[config.mk]
export PLATFORM = sky130hd
export DESIGN_NAME = blake_final
export DESIGN_NICKNAME = d
export VERILOG_FILES = /design/src/rtl/blake_pkg.sv /design/src/rtl/blake_final.sv
export SDC_FILE = /design/constraint.sdc
export NUM_CORES = 1
export LEC_CHECK = 0
export ABC_CLOCK_PERIOD_IN_PS = 800
export BUFFER_PORTS_ARGS = -buffer_cell sky130_fd_sc_hd__buf_2
export CELL_PAD_IN_SITES_DETAIL_PLACEMENT = 1
export CELL_PAD_IN_SITES_GLOBAL_PLACEMENT = 1
export CORE_AREA = 3 3 595 597
export DETAILED_ROUTE_END_ITERATION = 10
export DIE_AREA = 0 0 598 600
export HOLD_SLACK_MARGIN = 0.08
export PLACE_DENSITY = 0.3
export SLEW_MARGIN = 5
export SYNTH_ARGS = -nofsm -noshare
export SYNTH_HDL_FRONTEND = slang
export SYNTH_SLANG_ARGS = --single-unit
[constraint.sdc]
create_clock -name clk -period 0.8 [get_ports clk]
set_input_delay 0.04 -clock clk [delete_from_list [all_inputs] [get_ports clk]]
set_output_delay 0.04 -clock clk [all_outputs]
set_load 0.02 [all_outputs]
[src/rtl/blake_pkg.sv]
// shared types and constant tables for the BLAKE-256 compression pipeline
// modules and the testbench reach these through blake_pkg:: scoped names
package blake_pkg;

   typedef logic [31:0] word_t;

   // word i of each array sits at bits [32*i+31:32*i], so index 0 is v0, m0 or h0
   typedef word_t [15:0] state_t;
   typedef word_t [15:0] block_t;
   typedef word_t [7:0]  chain_t;

   // t0 is the low word and t1 the high word
   typedef logic [63:0] counter_t;

   // one pipeline slot, handed from stage to stage every clock
   typedef struct packed {
      logic   valid;
      state_t v;
      block_t m;
      chain_t h;
   } stage_t;

   // c0 is the right-most word
   localparam word_t [15:0] BLAKE_CONST = {
      32'hB5470917, 32'h3F84D5B5, 32'hC97C50DD, 32'hC0AC29B7,
      32'h34E90C6C, 32'hBE5466CF, 32'h38D01377, 32'h452821E6,
      32'hEC4E6C89, 32'h082EFA98, 32'h299F31D0, 32'hA4093822,
      32'h03707344, 32'h13198A2E, 32'h85A308D3, 32'h243F6A88
   };

   // one permutation row, entry i is nibble i counted from the right
   typedef logic [15:0][3:0] sigma_row_t;

   // row 0 is the identity, reading the hex right to left gives sigma_r(0..15)
   localparam sigma_row_t SIGMA [10] = '{
      64'hFEDCBA9876543210,
      64'h357B20C16DF984AE,
      64'h491763EADF250C8B,
      64'h8F04A562EBCD1397,
      64'hD386CB1EFA427509,
      64'h91EF57D438B0A6C2,
      64'hB8293670A4DEF15C,
      64'hA2684F05931CE7BD,
      64'h5A417D2C803B9EF6,
      64'h0DC3E9BF5167482A
   };

   // right rotations of the two G half-steps
   localparam int unsigned ROT_A = 16;
   localparam int unsigned ROT_B = 12;
   localparam int unsigned ROT_C = 8;
   localparam int unsigned ROT_D = 7;

   // reduced-round variant, 14 gives standard BLAKE-256
   localparam int DEFAULT_ROUNDS = 8;

endpackage

[src/rtl/blake_final.sv]
// last pipeline stage, folds the working state back into the chain value
// the new chain value leaves through a register together with its valid bit
`timescale 1ns/1ps

module blake_final (
   input  logic              clk,
   input  logic              rst_n_i,
   input  blake_pkg::stage_t stage_i,
   output logic              out_valid_o,
   output blake_pkg::chain_t hash_o
);

   blake_pkg::chain_t hash_d;
   blake_pkg::chain_t hash_q;
   logic              valid_q;

   // salt is zero, so each word is just h_i ^ v_i ^ v_i+8
   always_comb begin
      for (int i = 0; i < 8; i++) begin
         hash_d[i] = stage_i.h[i] ^ stage_i.v[i] ^ stage_i.v[i + 8];
      end
   end

   always_ff @(posedge clk or negedge rst_n_i) begin
      if (!rst_n_i) begin
         valid_q <= 1'b0;
      end else begin
         valid_q <= stage_i.valid;
      end
   end

   always_ff @(posedge clk) begin
      hash_q <= hash_d;
   end

   assign out_valid_o = valid_q;
   assign hash_o      = hash_q;

endmodule

==> impl_metrics.csv <==
group,metric,value,unit
run_status,status,"finished, violations left",
run_status,failed_checks,"setup timing",
drt,post_drt_wl_per_cell,23.4,um
logic_synthesis,syn_inst,513,
drt,vias_per_cell,1.88,
setup_path,startpoint_type,"register",
logic_synthesis,synth_edf_count,0,
die,die_area,359000,um^2
drt,dr.pass1.iters,4,
placed_design,dp_hpwl,153,mm
grt,global_route.overflow_total,0,
min_path,min_path_type,"in2reg",
grt,top_usage_layer,"met2",
sta,final.period_utilization,153,%
logic_synthesis,yosysSeqAreaShare,45.8,%
sta,setup_viol,292,
logic_synthesis,synth_area,11200,um^2
flow_run,cap_violations,0,
cts,cts_tree,"built",
logic_synthesis,synth_adder_area_share,0,%
placed_design,post_dp_cell_area,22300,um^2
drt,vias,13500,
placed_design,place_inst,6139,
sta,finalHoldViolations,0,
setup_path,critical_path.cell_chain,"buf_6",
setup_path,crit_family,"flip-flops",
setup_path,end_kind,"primary output",
grt,grt_max_degree,12,
logic_synthesis,avgSynthCellArea,21.9,um^2
setup_path,crit_required,760,ps
cells_and_area,fin_cells,7154,
die,num_rows,217,
setup_path,cp.arrival,1180,ps
sta,maxSlewHeadroom,72.4,%
logic_synthesis,ys.flop_type,"dfxtp_1",
logic_synthesis,synth_warnings,0,
drt,drt_iter0_drc,302,
cells_and_area,fin_area,34000,um^2
grt,gr-usage-met2,15.1,%
logic_synthesis,yosys-top-cells-area,"xor3_1 54%, dfxtp_1 46%, dfrtp_1 0.22%",
setup_path,critPathLaunch,"out_valid_o",
cts,path_clk_slew,60,ps
cells_and_area,syn2layout_area_growth,203,%
placed_design,io_buffers,1027,
die,io-pin-count,1540,
drt,route.antenna.remaining_nets,0,
die,start_util,3.22,%
logic_synthesis,synth-xor-area-share,54.2,%
setup_path,cp.depth,1,
logic_synthesis,muxShareOfSynthArea,0,%
cts,post_cts_buffers,0,
grt,first_global_vias,14700,
grt,met1_usage,9.01,%
cts,clockRootBuffer,"clkbuf_16",
setup_path,cp_slowest_cell,"dfrtp_1",
cells_and_area,drive_above_1_share,56.6,%
sta,tightest_slew,413,ps
die,die_w,598,um
grt,antenna_found_initial,379,
placed_design,place.gp.congestion,0.786,
logic_synthesis,yosys.area_share.simple,0,%
logic_synthesis,synthArstFlopShare,0.389,%
logic_synthesis,synth-compound-area-share,0,%
pwr,vdd_drop_max,0.00151,V
logic_synthesis,synthTopCellsByCount,"256 x dfxtp_1, 256 x xor3_1, 1 x dfrtp_1",
sta,maxSlewViolCount,0,
grt,grtUsageTotal,9.03,%
cts,cts.sinks,257,
setup_path,crit_end,"out_valid_o",
grt,grtUsageMet3,5.90,%
logic_synthesis,yosys.area.top_type_share,54.2,%
sta,rsz0062_at_grt,"yes",
grt,grt_first_pass_wirelength,195,mm
logic_synthesis,syn-num-nets,1796,
setup_path,critPathBufInv,1,
sta,finalCriticalPeriod,1220,ps
drt,route.detailed.drc,0,
setup_path,crit_fanout,1,
cts,clockBufferDepth,3,
drt,wl,168,mm
setup_path,max_stage_delay,390,ps
logic_synthesis,yosysTopAreaCell,"xor3_1",
cts,cts.htree.levels,2,
cts,cts_buffers,44,
cells_and_area,nNetsFinal,3642,
cells_and_area,postLayoutCoreUtil,9.74,%
die,core_area,349000,um^2
sta,fin_ws,-421,ps
sta,max_freq,819,MHz
pwr,powerDensity,1680,nW/um^2
logic_synthesis,synth_top_family_by_area,"XOR/XNOR gates",
setup_path,critPathKind,"reg2out",
pwr,power_leakage,14.9,nW
logic_synthesis,synth_cell_types,3,
logic_synthesis,ys_ff_latch,257,
die,die_h,600,um
[state kept, by name, indices dropped and copies added (netlist names)]
register     cells
out_valid_o      1
hash_o         256
[cells by family after synthesis]
| group | count (synthesis) |
|---|---|
| xor gates and xnor gates | 256 |
| DFF | 257 |
[cell type report]
class	instances	area, um^2
Antenna cell	164	410
Clock buffer	61	1250
Clock inverter	17	220
Fill cell	40700	315000
Multi-Input combinational cell	256	6090
Sequential cell	257	5480
Tap cell	4599	5750
Timing Repair Buffer	1800	14800
[timing repair]
item	in CTS	in global routing
setup endpoints to repair	257	389
gates resized for setup	789	40
endpoints found under the hold margin	258	32
hold buffers	826	64
pin swaps	0	52
[worst min path at each step]
stage                      start          end  slack, ps  cells after the start
floorplan                rst_n_i  out_valid_o       -260                      0
global placement         rst_n_i  out_valid_o       -160                      1
detailed placement       rst_n_i  out_valid_o       -160                      1
CTS                  stage_i[26]   hash_o[26]         80                      3
global route        stage_i[255]  hash_o[255]         90                      3
finish              stage_i[808]   hash_o[40]         90                      3
[report_power, final]
part           switching, mW  internal (mW)
registers               1.14           15.3
clock network           8.84           12.2
logic                   8.51           11.1
[metrics by stage]
stage	power [mW]	setup WS, ps	setup TNS (ps)	hold slack (ps)
final	57.2	-421	-90810	92.5
after global routing	60.3	-522	-112610	90.6
after CTS	60.0	-570	-122040	79.3
after detailed placement	29.0	-131	-1820	-164
after global placement	29.0	-135	-1670	-163
after floorplan	21.8	273	0	-256
[layer usage]
layer  routed length [um]  share of wire, %
met4                 7390               4.4
met2                76900                46
met5                 1350              0.81
met1                59400                35
met3                22600                13
[placed cells by master (no fill, tap or decap), drive strengths merged]
| cell | Yosys | routed |
|---|---|---|
| buf | 0 | 1018 |
| dlygate4sd3 | 0 | 750 |
| xor3 | 256 | 256 |
| dfxtp | 256 | 256 |
| diode | 0 | 164 |
| clkbuf | 0 | 69 |
| dlymetal6s4s | 0 | 24 |
| clkinvlp | 0 | 5 |
| clkinv | 0 | 5 |
| bufinv | 0 | 4 |
| inv | 0 | 3 |
| dfrtp | 1 | 1 |
No activity file was read; power rests on OpenSTA's default activity.
